==> src/common/proc_consts.svh <==
/* Shared constants
   Address width, icache geometry, memory tag width and run timeout */
`ifndef PROC_CONSTS_SVH
`define PROC_CONSTS_SVH

// Address and block
`define XLEN             32
`define BLOCK_BITS       3     // Byte offset inside a doubleword

// Instruction cache geometry
`define ICACHE_LINES     8
`define ICACHE_IDX_BITS  3
`define ICACHE_TAG_BITS  (`XLEN - `ICACHE_IDX_BITS - `BLOCK_BITS)

// Memory bus tags where zero means no tag
`define MEM_TAG_BITS     4

// Allowed cycles per request before a run is abandoned
`define REQ_TIMEOUT      60

`endif
==> src/common/mem_bus_pkg.sv <==
/* Memory bus types
   Command and size encodings, doubleword views, request and reply structs */
`include "proc_consts.svh"

package mem_bus_pkg;

    typedef enum logic [1:0] {
        BUS_NONE  = 2'h0,
        BUS_LOAD  = 2'h1,
        BUS_STORE = 2'h2
    } bus_command_t;

    typedef enum logic [1:0] {
        BYTE   = 2'h0,
        HALF   = 2'h1,
        WORD   = 2'h2,
        DOUBLE = 2'h3
    } mem_size_t;

    // One bus doubleword fetched as two instructions or moved as data
    typedef union packed {
        logic [1:0][31:0] insts;   // insts[0] sits at the lower address
        logic [63:0]      dword;
    } mem_dword_u;

    typedef struct packed {
        bus_command_t         command;
        logic [`XLEN-1:0]     addr;
        mem_size_t            size;
        mem_dword_u           data;
    } mem_req_t;

    typedef struct packed {
        logic [`MEM_TAG_BITS-1:0] response;  // Same-cycle accept tag
        logic [`MEM_TAG_BITS-1:0] tag;       // Tag of the reply in flight
        mem_dword_u               data;
    } mem_rsp_t;

endpackage

==> src/common/cache_pkg.sv <==
/* Requester-side types
   Fetch and data request and reply strobes, icache line layout */
`include "proc_consts.svh"

package cache_pkg;

    //////////////////////////////
    // Fetch side
    typedef struct packed {
        logic             valid;
        logic [`XLEN-1:0] pc;
    } fetch_req_t;

    typedef struct packed {
        logic        valid;
        logic [31:0] inst;
    } fetch_rsp_t;

    //////////////////////////////
    // Data side
    typedef struct packed {
        logic             valid;
        logic             store;   // Load when clear
        logic [`XLEN-1:0] addr;
        logic [63:0]      data;    // Store data only
    } data_req_t;

    typedef struct packed {
        logic        valid;
        logic [63:0] data;
    } data_rsp_t;

    // One direct-mapped line holds a single doubleword
    typedef struct packed {
        logic                          valid;
        logic [`ICACHE_TAG_BITS-1:0]   tag;
        mem_bus_pkg::mem_dword_u       block;
    } icache_line_t;

endpackage

==> src/logic/processor.sv <==
/* Memory-side top level
   Instruction cache, data port and the shared bus arbiter */
module processor (
    input  logic                   clock,
    input  logic                   rst_n,
    input  cache_pkg::fetch_req_t  fetch_req,
    input  cache_pkg::data_req_t   data_req,
    input  mem_bus_pkg::mem_rsp_t  mem_rsp,      // Accept tag, reply tag, data
    output cache_pkg::fetch_rsp_t  fetch_rsp,
    output cache_pkg::data_rsp_t   data_rsp,
    output mem_bus_pkg::mem_req_t  mem_req
);
    import mem_bus_pkg::*;

    mem_req_t  imem_req;
    mem_req_t  dmem_req;
    mem_rsp_t  imem_rsp;
    mem_rsp_t  dmem_rsp;
    logic      imem_granted;
    logic      dmem_granted;

    //////////////////////////////
    // Requesters
    icache icache_0 (
        .clock        (clock),
        .rst_n        (rst_n),
        .fetch_req    (fetch_req),
        .fetch_rsp    (fetch_rsp),
        .imem_req     (imem_req),
        .imem_rsp     (imem_rsp),
        .imem_granted (imem_granted)
    );

    dmem_port dmem_port_0 (
        .clock        (clock),
        .rst_n        (rst_n),
        .data_req     (data_req),
        .data_rsp     (data_rsp),
        .dmem_req     (dmem_req),
        .dmem_rsp     (dmem_rsp),
        .dmem_granted (dmem_granted)
    );

    //////////////////////////////
    // Shared bus
    cache_arbiter cache_arbiter_0 (
        .dmem_req     (dmem_req),
        .imem_req     (imem_req),
        .mem_rsp      (mem_rsp),
        .mem_req      (mem_req),
        .imem_granted (imem_granted),
        .dmem_granted (dmem_granted),
        .imem_rsp     (imem_rsp),
        .dmem_rsp     (dmem_rsp)
    );

endmodule

==> src/logic/cache_arbiter.sv <==
/* Memory bus arbiter
   Data-first grant, response tag steering and reply broadcast */
module cache_arbiter (
    input  mem_bus_pkg::mem_req_t  dmem_req,
    input  mem_bus_pkg::mem_req_t  imem_req,
    input  mem_bus_pkg::mem_rsp_t  mem_rsp,
    output mem_bus_pkg::mem_req_t  mem_req,
    output logic                   imem_granted,
    output logic                   dmem_granted,
    output mem_bus_pkg::mem_rsp_t  imem_rsp,
    output mem_bus_pkg::mem_rsp_t  dmem_rsp
);
    import mem_bus_pkg::*;

    //////////////////////////////
    // Grant
    // Data side wins whenever it asks and icache takes the idle bus
    assign dmem_granted = (dmem_req.command != BUS_NONE);
    assign imem_granted = !dmem_granted && (imem_req.command != BUS_NONE);

    assign mem_req = dmem_granted ? dmem_req : imem_req;

    //////////////////////////////
    // Replies
    // Reply tag and data go to both sides and each matches its own tag.
    // The accept tag only reaches the side that owned the bus this cycle,
    // so a loser sees a reject and tries again next cycle.
    always_comb begin
        dmem_rsp = mem_rsp;
        imem_rsp = mem_rsp;

        if (!dmem_granted) begin
            dmem_rsp.response = '0;
        end
        if (!imem_granted) begin
            imem_rsp.response = '0;
        end
    end

endmodule

==> src/logic/dmem_port.sv <==
/* Data-side memory port
   One outstanding uncached doubleword load or store, retried until accepted */
`include "proc_consts.svh"

module dmem_port (
    input  logic                   clock,
    input  logic                   rst_n,
    input  cache_pkg::data_req_t   data_req,
    output cache_pkg::data_rsp_t   data_rsp,
    output mem_bus_pkg::mem_req_t  dmem_req,
    input  mem_bus_pkg::mem_rsp_t  dmem_rsp,
    input  logic                   dmem_granted
);
    import mem_bus_pkg::*;

    logic                           busy;
    logic [`MEM_TAG_BITS-1:0]       pend_mem_tag;   // Load tag or zero while unsent
    logic                           req_store;
    logic [`XLEN-1:`BLOCK_BITS]     req_blk;        // Doubleword address
    logic [63:0]                    req_data;
    logic                           take;
    logic                           accepted;
    logic                           reply;

    assign take = data_req.valid && !busy;  // Strobes while busy are dropped

    always_comb begin
        dmem_req            = '0;
        if (busy && pend_mem_tag == '0) begin
            dmem_req.command = req_store ? BUS_STORE : BUS_LOAD;
        end
        dmem_req.addr       = {req_blk, {`BLOCK_BITS{1'b0}}};
        dmem_req.size       = DOUBLE;
        dmem_req.data.dword = req_data;
    end

    assign accepted = (dmem_req.command != BUS_NONE) && dmem_granted
                      && (dmem_rsp.response != '0);
    assign reply    = busy && (pend_mem_tag != '0) && (dmem_rsp.tag == pend_mem_tag);

    always_ff @(posedge clock or negedge rst_n) begin
        if (!rst_n) begin
            busy         <= 1'b0;
            pend_mem_tag <= '0;
            data_rsp     <= '0;
        end else begin
            data_rsp.valid <= 1'b0;
            if (take) busy <= 1'b1;

            if (accepted) begin
                if (req_store) begin  // Stores finish on accept
                    busy           <= 1'b0;
                    data_rsp.valid <= 1'b1;
                    data_rsp.data  <= '0;
                end else begin
                    pend_mem_tag <= dmem_rsp.response;
                end
            end

            if (reply) begin
                busy           <= 1'b0;
                pend_mem_tag   <= '0;
                data_rsp.valid <= 1'b1;
                data_rsp.data  <= dmem_rsp.data.dword;
            end
        end
    end

    // Request payload
    always_ff @(posedge clock) begin
        if (take) begin
            req_store <= data_req.store;
            req_blk   <= data_req.addr[`XLEN-1:`BLOCK_BITS];
            req_data  <= data_req.data;
        end
    end

endmodule

==> src/icache/icache.sv <==
/* Direct-mapped instruction cache
   Hit path, miss fill over the tagged memory bus, outstanding tag tracking */
`include "proc_consts.svh"

module icache (
    input  logic                   clock,
    input  logic                   rst_n,
    input  cache_pkg::fetch_req_t  fetch_req,
    output cache_pkg::fetch_rsp_t  fetch_rsp,
    output mem_bus_pkg::mem_req_t  imem_req,
    input  mem_bus_pkg::mem_rsp_t  imem_rsp,
    input  logic                   imem_granted
);
    import mem_bus_pkg::*;
    import cache_pkg::*;

    icache_line_t                  lines [`ICACHE_LINES];
    icache_line_t                  hit_line;
    logic [`ICACHE_IDX_BITS-1:0]   req_idx;
    logic [`ICACHE_TAG_BITS-1:0]   req_tag;
    logic                          hit;

    logic                          pending;        // Miss in progress
    logic [`XLEN-1:0]              pend_pc;
    logic [`ICACHE_IDX_BITS-1:0]   pend_idx;
    logic [`MEM_TAG_BITS-1:0]      pend_mem_tag;   // Zero until memory accepts
    logic                          accepted;
    logic                          fill;

    //////////////////////////////
    // Lookup
    assign req_idx  = fetch_req.pc[`BLOCK_BITS +: `ICACHE_IDX_BITS];
    assign req_tag  = fetch_req.pc[`XLEN-1 -: `ICACHE_TAG_BITS];
    assign hit_line = lines[req_idx];
    assign hit      = hit_line.valid && (hit_line.tag == req_tag);
    assign pend_idx = pend_pc[`BLOCK_BITS +: `ICACHE_IDX_BITS];

    //////////////////////////////
    // Bus side
    // Load stays up until a nonzero response tag comes back
    always_comb begin
        imem_req         = '0;
        imem_req.command = (pending && pend_mem_tag == '0) ? BUS_LOAD : BUS_NONE;
        imem_req.addr    = {pend_pc[`XLEN-1:`BLOCK_BITS], {`BLOCK_BITS{1'b0}}};
        imem_req.size    = DOUBLE;
    end

    assign accepted = (imem_req.command == BUS_LOAD) && imem_granted
                      && (imem_rsp.response != '0);
    assign fill     = pending && (pend_mem_tag != '0) && (imem_rsp.tag == pend_mem_tag);

    //////////////////////////////
    // Control, lines and reply
    always_ff @(posedge clock or negedge rst_n) begin
        if (!rst_n) begin
            pending      <= 1'b0;
            pend_mem_tag <= '0;
            fetch_rsp    <= '0;
            for (int i = 0; i < `ICACHE_LINES; i++) begin
                lines[i] <= '0;  // All lines invalid
            end
        end else begin
            fetch_rsp.valid <= 1'b0;

            if (fetch_req.valid && !pending) begin
                if (hit) begin
                    fetch_rsp.valid <= 1'b1;
                    fetch_rsp.inst  <= hit_line.block.insts[fetch_req.pc[`BLOCK_BITS-1]];
                end else begin
                    pending <= 1'b1;
                end
            end

            if (accepted) begin
                pend_mem_tag <= imem_rsp.response;
            end

            // Reply for our tag writes the line and answers next cycle
            if (fill) begin
                lines[pend_idx].valid <= 1'b1;
                lines[pend_idx].tag   <= pend_pc[`XLEN-1 -: `ICACHE_TAG_BITS];
                lines[pend_idx].block <= imem_rsp.data;
                fetch_rsp.valid       <= 1'b1;
                fetch_rsp.inst        <= imem_rsp.data.insts[pend_pc[`BLOCK_BITS-1]];
                pending               <= 1'b0;
                pend_mem_tag          <= '0;
            end
        end
    end

    // Missing pc captured with the strobe
    always_ff @(posedge clock) begin
        if (fetch_req.valid && !pending && !hit) begin
            pend_pc <= fetch_req.pc;
        end
    end

endmodule

==> config.mk <==
export PLATFORM = sky130hd
export DESIGN_NAME = processor
export DESIGN_NICKNAME = d
export VERILOG_FILES = /design/src/common/mem_bus_pkg.sv /design/src/common/cache_pkg.sv /design/src/logic/processor.sv /design/src/logic/cache_arbiter.sv /design/src/logic/dmem_port.sv /design/src/icache/icache.sv
export VERILOG_INCLUDE_DIRS = /design/src /design/src/common
export SDC_FILE = /design/constraint.sdc
export NUM_CORES = 1
export LEC_CHECK = 0
export BUFFER_PORTS_ARGS = -buffer_cell sky130_fd_sc_hd__buf_2
export CORE_MARGIN = 10
export CORE_UTILIZATION = 35
export DETAILED_ROUTE_END_ITERATION = 12
export HOLD_SLACK_MARGIN = 0.02
export PLACE_DENSITY_LB_ADDON = 0.05
export SLEW_MARGIN = 20
export SYNTH_ARGS = -nofsm -noshare
export SYNTH_HDL_FRONTEND = slang
export SYNTH_HIERARCHICAL = 1
export SYNTH_SLANG_ARGS = --single-unit
==> constraint.sdc <==
create_clock -name clock -period 5.6 [get_ports clock]
set_input_delay 0.56 -clock clock [delete_from_list [all_inputs] [get_ports clock]]
set_output_delay 0.56 -clock clock [all_outputs]
set_load 0.02 [all_outputs]
# Yosys cells after proc, flatten, opt, wreduce, memory -nomap -nowiden
# Cells that the tools add are included.
# W data, S select, Z words.
[classes]
eq_ne = 6
order_cmp = 5
muxes = 40
bitwise = 2
reduce_logical = 36
[op_table]
columns = ["cell", "count"]
rows = [
  ["$bwmux W728", 3],
  ["$demux W91 S3", 3],
  ["$bmux W91 S3", 1],
  ["$mux W91", 3],
  ["$mux W65", 3],
  ["$mux W32", 4],
  ["$mux W100", 1],
  ["$mux W33", 3],
  ["$mux W90", 1],
  ["$mux W64", 1],
  ["$mux W4", 7],
  ["$eq A26 B26 Y1", 1],
  ["$reduce_bool A4 Y1", 4],
  ["$logic_and A1 B1 Y1", 15],
  ["$reduce_bool A2 Y1", 7],
  ["$eq A4 B4 Y1", 2],
  ["$ge A4 B4 Y1 const B", 2],
  ["$logic_not A4 Y1", 2],
  ["$mux W1", 8],
  ["$not A3 Y4", 2],
  ["$reduce_and A2 Y1", 4],
  ["$logic_not A1 Y1", 4],
  ["$lt A1 B2 Y1 const B", 2],
  ["$lt A4 B1 Y1 const B", 1],
  ["other kinds (3)", 5],
]
[word_totals]
input_bits = 205
output_inout_bits = 198
word_cells = 125
regBits = 962

# Longest topological paths before layout
# Gate-level depths: netlist of the first run.
[depth]
ltp_word = 11
depth_mapped = 14

# Cells and area by module
# The synthesis of the first run kept the hierarchy.
[by_module_without_submodules]
columns = ["module", "area_per_inst_um2", "n_inst", "seq_area_each_um2", "cells_per_inst"]
rows = [
  ["icache", 36237.3, 1, 20069.2, 2316],
  ["dmem_port", 6180.9, 1, 4574.4, 404],
  ["cache_arbiter", 2304.7, 1, 0.0, 260],
]

# Least setup slack after synthesis of the first run
# OpenSTA, ideal clock, no wires.
[synth_timing]
kind = "input -> register"
from = "input port data_req[97] (netlist name)"
to = "register dmem_port_0/req_blk[10] (netlist name), enable pin"
path_stages = 1
arrival_ns = 4.656
required_time_ns = 5.041
path_slack_ns = 0.386
setup_ns = 0.559
cell_sequence = "nor2b_1"
[synth_via]
elab_chain_len = 1
[synth_rtl]
columns = ["item", "line_no", "text"]
rows = [
  ["start, declared", "processor.sv:7", "input cache_pkg::data_req_t data_req,"],
  ["$logic_and A1 B1 Y1", "dmem_port.sv:25", "assign take = data_req.valid && !busy;"],
  ["end signal, assigned", "dmem_port.sv:73", "req_blk <= data_req.addr[`XLEN-1:`BLOCK_BITS];"],
  ["end, declared", "dmem_port.sv:19", "logic [`XLEN-1:`BLOCK_BITS] req_blk;"],
]
# No other way between the ends.
# A chain may end at the register's enable or synchronous reset.

==> results of run 1 <==
[registers in the layout, summed over array words and instances (netlist names)]
signal / count
dmem_port_0/busy: 1
dmem_port_0/data_rsp: 65
dmem_port_0/pend_mem_tag: 4
dmem_port_0/req_blk: 29
dmem_port_0/req_data: 64
dmem_port_0/req_store: 1
icache_0/fetch_rsp: 33
icache_0/lines: 728
icache_0/pend_mem_tag: 4
icache_0/pend_pc: 30
icache_0/pending: 1
[layer usage]
layer / GRT usage (%) / vias to the layer above
li1: - / 11300
met1: 23.8 / 14100
met2: 31.9 / 522
met3: 3.59 / 179
met4: 4.35 / 2
met5: 0 / -
[layout make-up]
cell class,count,share of cell area [%]
Sequential cell,960,47.5
Multi-Input combinational cell,1590,33.3
Timing Repair Buffer,559,7.24
Clock buffer,186,6.78
Tap cell,1662,4.01
Clock inverter,29,0.689
Inverter,70,0.506
Antenna cell,2,0.00964
[path summary, 6_finish.rpt]
path | end | slack [ns] | cells past startpoint
worst max register to register | icache_0/fetch_rsp[10]$_DFFE_PN0P_ | 2.04 | 8
worst min-delay path | icache_0/pend_pc[10]$_DFFE_PP_ | 0.09 | 1
max in group asynchronous | icache_0/pending$_DFFE_PN0P_ | 3.57 | 3
worst max-delay path | mem_req[75] | 1.48 | 7
worst min register to register | icache_0/lines[181]$_DFFE_PN0P_ | 0.46 | 1
min in group asynchronous | dmem_port_0/data_rsp[45]$_DFFE_PN0P_ | 0.45 | 2
[logic make-up after synthesis]
| family | after synthesis | synth area share [%] |
|---|---|---|
| compound gates | 169 | 3.04 |
| xor+xnor | 30 | 0.588 |
| buf+inv | 501 | 6.99 |
| flops | 960 | 55.1 |
| mux | 1131 | 32.2 |
| other cells | 4 | 0.0336 |
| simple gates | 185 | 2.09 |
[power by group through the flow]
stage               Sequential, mW  Clock [mW]  Combinational (mW)
floorplan                     9.58           0                3.76
global placement              9.44           0                5.50
detailed placement            9.54           0                5.62
CTS                           9.42        7.88                5.70
global route                  9.60        8.16                6.04
finish                        9.41        7.61                5.55
[critical path, cell delays in order (launching register included)]
cell and delay [ns]:
dfrtp_1 0.43, nor2b_1 0.17, and3b_2 0.28, nor2_4 0.11, buf_4 0.60, buf_4 0.61, mux2_2 0.40, buf_2 0.16
[layout by cell type (no fill, tap or decap), types with 20 or more instances in the layout]
master / synthesis / final
clkbuf_16: 0 / 118
buf_2: 26 / 388
dfrtp_1: 836 / 836
mux2_2: 818 / 818
clkbuf_8: 0 / 32
edfxtp_1: 124 / 124
conb_1: 4 / 75
dlygate4sd3_1: 0 / 114
buf_4: 250 / 36
nor2_1: 26 / 24
nand2_1: 77 / 77
inv_1: 68 / 68
a22o_1: 39 / 39
o21ai_0: 20 / 20
a22oi_1: 25 / 25
a221oi_1: 36 / 36
clkbuf_1: 122 / 37
mux4_2: 162 / 162
mux2i_1: 141 / 141
[per-stage QoR]
step | worst slack [ns] | utilization, % | hold WS [ns]
after global placement | 1.13 | 36.9 | 0.447
after floorplan | 0.386 | - | 0.264
after global routing | 1.21 | 40.8 | 0.0466
after CTS | 1.35 | 40.8 | 0.0270
after detailed placement | 1.13 | 36.9 | 0.454
final | 1.48 | 40.8 | 0.0897
==> results by group, run 1 <==
Layout
  • Multi-input gate area: 0.0173 mm²
  • Fin area: 0.0519 mm²
  • Layout cells sized above 1: 48.0%
  • Area grow syn2layout: 16.1%
  • Final #Nets: 3500
  • Fillers: 11700
  • Fin cells: 5058
  • Reg area: 0.0246 mm²

Synth
  • Top FF cell, synth: dfrtp_1
  • Sequential-to-total area share from yosys stat: 55.1%
  • Mapped Area: 0.0447 mm²
  • YS warnings: 6
  • Syn_area_per_cell: 15.0 µm²
  • Largest cells by area after synthesis: dfrtp_1 (47%), mux2_2 (21%), edfxtp_1 (8.3%)
  • Top cell type's share of synthesized area: 46.8%
  • Count leader, synth: dfrtp_1
  • Top post-synthesis cells by count: dfrtp_1 (836), mux2_2 (818), buf_4 (250), mux4_2 (162), mux2i_1 (141)
  • Post-synthesis register bit count: 960
  • Ys async rst share: 87.1%
  • Cell variety after synth: 58
  • Cells after Synth: 2980
  • Post-synth EDFFs: 124
  • Synth area leader: dfrtp_1

Route
  • WL met1: 57.1 mm
  • Via Count: 26100
  • DR DRC count: 0
  • Antenna-violating nets left: 0
  • Drt via density: 5.15
  • WL/cell: 26.1 µm
  • Drt pass-1 iters: 5
  • WL final: 132 mm
  • DR WL met2: 66.0 mm
  • Initial drt markers: 1328
  • Met3 wire length: 5.76 mm
  • Top Layer Used: met5

Place
  • Dpl hpwl: 80.5 mm
  • Final Wtd Congestion: 0.735
  • Dpl cells: 4727
  • Area after DPL: 0.0469 mm²
  • Port bufs: 392

Die
  • Die footprint: 0.142 mm²
  • Cell Rows: 131
  • Die Ht: 377 µm
  • I/O pins: 403
  • Initial core utilization: 35.2%
  • Die width: 377 µm
  • Core area: 0.127 mm²

STA
  • Slew @ Worst Pin: 1.08 ns
  • Final Skew: 0.0208 ns
  • Minimum clock period: 4.12 ns
  • TNS Setup: 0 ns
  • Final hold vios: 0
  • Fmax: 243 MHz
  • Setup violators final: 0
  • RSZ-0062 raised after global routing: no
  • Final period util: 73.6%
  • Max-slew violations: 0
  • Max_slew headroom: 27.9%

Critical path
  • CP startpoint kind: flip-flop
  • Worst setup EP type: output port
  • Critical path class: flip-flop to output port
  • Crit Reg-Reg Startpoint: icache_0/lines[66]$_DFFE_PN0P_
  • Critical Path RT: 5.04 ns
  • Worst Setup SP: dmem_port_0/busy$_DFF_PN0_
  • Critical path fanouts, max: 57
  • Arr. time, crit path: 3.56 ns

Worst hold path
  • Hold Crit Class: input pin to flip-flop
  • Beginning of the worst hold path: fetch_req[10]

Power and ir drop
  • Total power: 22.6 mW
  • Comb pwr share: 24.6%
  • Maximum vdd drop: 0.000261 V
  • Sw power: 6.78 mW
  • Sequential Power Share: 41.7%
  • Switching Share: 30.0%
  • PD cells: 435 mW/mm²
  • Clock power frac: 33.7%
  • Int Pwr: 15.8 mW
  • LEAKAGE: 24.0 nW

CTS
  • Hold_buf cts: 114
  • Total CTS buffers: 114
  • Max Buffers Root-to-Sink: 3
  • Root Buffer: clkbuf_16
  • Post-CTS sizing: 0
  • Sink Count: 960
  • Reg clk slew, reported paths: 0.06 ns
  • Clk Latency, worst-skew pair: 0.72 ns
  • H-tree Lvls: 3
  • CTS tree: yes
  • Post-CTS setup buffers: 0

Global routing
  • Initial antenna violation count: 7
  • GRT overflow: 0
  • Largest net degree at the start of global routing: 145
  • First-pass GRT wire length: 198 mm
  • GRT Total Usage: 18.5%
  • Vias in the first global route: 29500

Run status
  • Status: completed

Run
  • Max cap viols: 0
No activity file was read; power rests on OpenSTA's default activity.
==> run 2: changes to the inputs <==
Clock period 5.6 ns to 3.7 ns, I/O delays scaled along.
==> run 2 against run 1 <==
  * Count of clock-buffer cells in the layout decreased by 13
  * Highest routed layer is now met4
  * Via count rose by 1.9%
  * Non-clock buffer count is 110 higher
==> results by group, run 2 (synthesized netlist as in run 1, its figures left out) <==
STA
  • Final hold vios: 0 (unchanged)
  • Final period util: 88.0%
  • Max_slew headroom: 42.2% (+14 points)
  • RSZ-0062 raised after global routing: no
  • Setup violators final: 0 (unchanged)
  • Final Skew: 0.0262 ns (+0.00541 ns)
  • Fmax: 307 MHz
  • Max-slew violations: 0 (unchanged)
  • Slew @ Worst Pin: 0.867 ns (-0.215 ns)
  • Minimum clock period: 3.26 ns

Route
  • Drt via density: 5.14 (-0.23%)
  • WL final: 134 mm (+1.3%)
  • DR DRC count: 0 (unchanged)
  • Initial drt markers: 1247 (-6.1%)
  • WL/cell: 25.8 µm (-0.85%)
  • Drt pass-1 iters: 5 (unchanged)
  • Antenna-violating nets left: 0 (unchanged)
  • Via Count: 26600 (+1.9%)

Critical path
  • CP startpoint kind: flip-flop
  • Critical-path cell list: mux4_2, mux2i_1, xnor2_1, nor4_2, nand4_1, or3_2, buf_4, o31a_1, a22oi_1
  • Slowest CP cell: mux4_2
  • Crit Reg-Reg Startpoint: icache_0/lines[66]$_DFFE_PN0P_
  • Reg2reg path depth: 9 (+1)
  • Critical path fanouts, max: 50 (-12%)
  • CP top delay family: simple AND/OR/NAND/NOR gates
  • RR Endpoint: icache_0/fetch_rsp[9]$_DFFE_PN0P_
  • Critical path class: flip-flop to flip-flop
  • Critical Path RT: 4.30 ns (-0.74 ns)
  • Arr. time, crit path: 3.86 ns (+0.30 ns)
  • Crit-path max cell delay: 0.48 ns (-0.13 ns)
  • Worst setup EP type: flip-flop
  • Worst reg2reg setup slack: 0.44 ns (-1.60 ns)
  • CP Buf/Inv Count: 1 (-2)

Place
  • Dpl hpwl: 83.8 mm (+4.1%)
  • Final Wtd Congestion: 0.753 (+2.5%)
  • Port bufs: 392 (unchanged)
  • Dpl cells: 4771 (+0.93%)

Power and ir drop
  • Switching Share: 30.1% (+0.075 points)
  • Int Pwr: 23.9 mW (+51%)
  • Comb pwr share: 25.3% (+0.7 points)
  • PD cells: 642 mW/mm² (+48%)
  • LEAKAGE: 24.6 nW (+2.3%)
  • Total power: 34.1 mW (+51%)
  • Clock power frac: 33.1% (-0.6 points)
  • Sequential Power Share: 41.7% (about the same)
  • Sw power: 10.3 mW (+52%)
  • Maximum vdd drop: 0.000523 V (+100%)

Layout
  • Reg area: 0.0246 mm² (unchanged)
  • Layout cells sized above 1: 48.0% (about the same)
  • Area grow syn2layout: 18.8%
  • Fillers: 11600 (-0.39%)
  • Commonest non-fill, non-tap cell in the layout: dfrtp_1
  • Largest register FFs: 728 (unchanged)
  • Fin util: 41.8% (+0.97 points)
  • Commonest cells after routing, fill and taps aside: dfrtp_1 (836), mux2_2 (818), buf_2 (389)
  • Final #Nets: 3610 (+3.1%)
  • Fin cells: 5166 (+2.1%)
  • Multi-input gate area: 0.0173 mm² (about the same)
  • Top flop regs: icache_0/lines x728, dmem_port_0/data_rsp x65, dmem_port_0/req_data x64
  • Top reg by flops: icache_0/lines

CTS
  • Clk Latency, worst-skew pair: 0.71 ns (about the same)
  • CTS tree: yes
  • Max Buffers Root-to-Sink: 3 (unchanged)
  • Root Buffer: clkbuf_16
  • Post-CTS setup buffers: 0 (unchanged)
  • Total CTS buffers: 114 (unchanged)
  • Sink Count: 960 (unchanged)
  • Reg clk slew, reported paths: 0.06 ns (about the same)
  • H-tree Lvls: 3 (unchanged)

Global routing
  • Vias in the first global route: 30100 (+2.3%)
  • Initial antenna violation count: 7 (unchanged)
  • GRT Total Usage: 18.6% (+0.14 points)
  • Largest net degree at the start of global routing: 116 (-20%)
  • First-pass GRT wire length: 200 mm (+0.80%)
  • GRT overflow: 0 (unchanged)

Run
  • Max cap viols: 0 (unchanged)

Die
  • Die width: 377 µm (unchanged)
  • Core area: 0.127 mm² (unchanged)
  • Initial core utilization: 35.2% (unchanged)
  • Die Ht: 377 µm (unchanged)
  • Die footprint: 0.142 mm² (unchanged)
  • Cell Rows: 131 (unchanged)
  • I/O pins: 403 (unchanged)

Worst hold path
  • Beginning of the worst hold path: mem_rsp[56]
  • Hold depth: 3 (+2)
  • Hold Crit Class: input pin to flip-flop
  • Hold Path End: dmem_port_0/data_rsp[56]$_DFFE_PN0P_

Run status
  • Status: completed
## run 2: worst max path at each step
stage	from	end	slack, ns	cells past startpoint
4_1_cts	icache_0/pend_mem_tag[0]$_DFFE_PN0P_	icache_0/lines[381]$_DFFE_PN0P_	0.14	9
5_1_grt	icache_0/lines[66]$_DFFE_PN0P_	icache_0/fetch_rsp[17]$_DFFE_PN0P_	0.15	9
2_1_floorplan	fetch_req[4]	icache_0/pend_pc[10]$_DFFE_PP_	0.27	13
3_5_place_dp	fetch_req[3]	icache_0/pend_pc[13]$_DFFE_PP_	-0.03	12
6_report	icache_0/lines[66]$_DFFE_PN0P_	icache_0/fetch_rsp[9]$_DFFE_PN0P_	0.44	9
3_3_place_gp	fetch_req[3]	icache_0/pend_pc[8]$_DFFE_PP_	-0.09	12
## run 2: area by class of cell
class                   instances  share of cell area (%)
inverters                      70                   0.494
repair buffers                669                    9.50
clock buffers                 173                    6.53
flip-flops and latches        960                    46.4
diodes                          3                  0.0141
multi-input cells            1590                    32.5
clock inverters                39                   0.643
well taps                    1662                    3.91
## run 2: per-layer routing
layer  wire (µm)  GRT usage [%]
met5           0              0
met3        5410           3.49
met4        2780           4.19
met1       57000           23.4
met2       68300           33.0
## run 2: per-stage QoR
step / cell area, µm² / hold WS, ns / setup WS [ns] / TNS (ns)
after floorplan: 45000 / 0.0744 / 0.266 / 0
after global placement: 47500 / 0.438 / -0.0874 / -1.90
after detailed placement: 47500 / 0.454 / -0.0253 / -0.399
after CTS: 53100 / 0.0202 / 0.142 / 0
after global routing: 53100 / 0.0394 / 0.154 / 0
final: 53100 / 0.0655 / 0.444 / 0
## run 2: timing repair
item,4_1_cts,5_1_grt
setup endpoints to repair,0,95
gates resized for setup,0,1
endpoints found under the hold margin,284,0
hold buffers,180,0
## run 2: power groups by stage
stage	combinational, mW	sequential (mW)	clock, mW
CTS	8.82	14.2	11.7
floorplan	5.70	14.5	0
global placement	8.46	14.3	0
global route	9.35	14.5	12.1
finish	8.62	14.2	11.3
detailed placement	8.64	14.4	0
## run 2: tightest hold or removal path, cell delays in order
cell and delay, ns:
buf_2 0.21, inv_1 0.08, mux2i_1 0.07
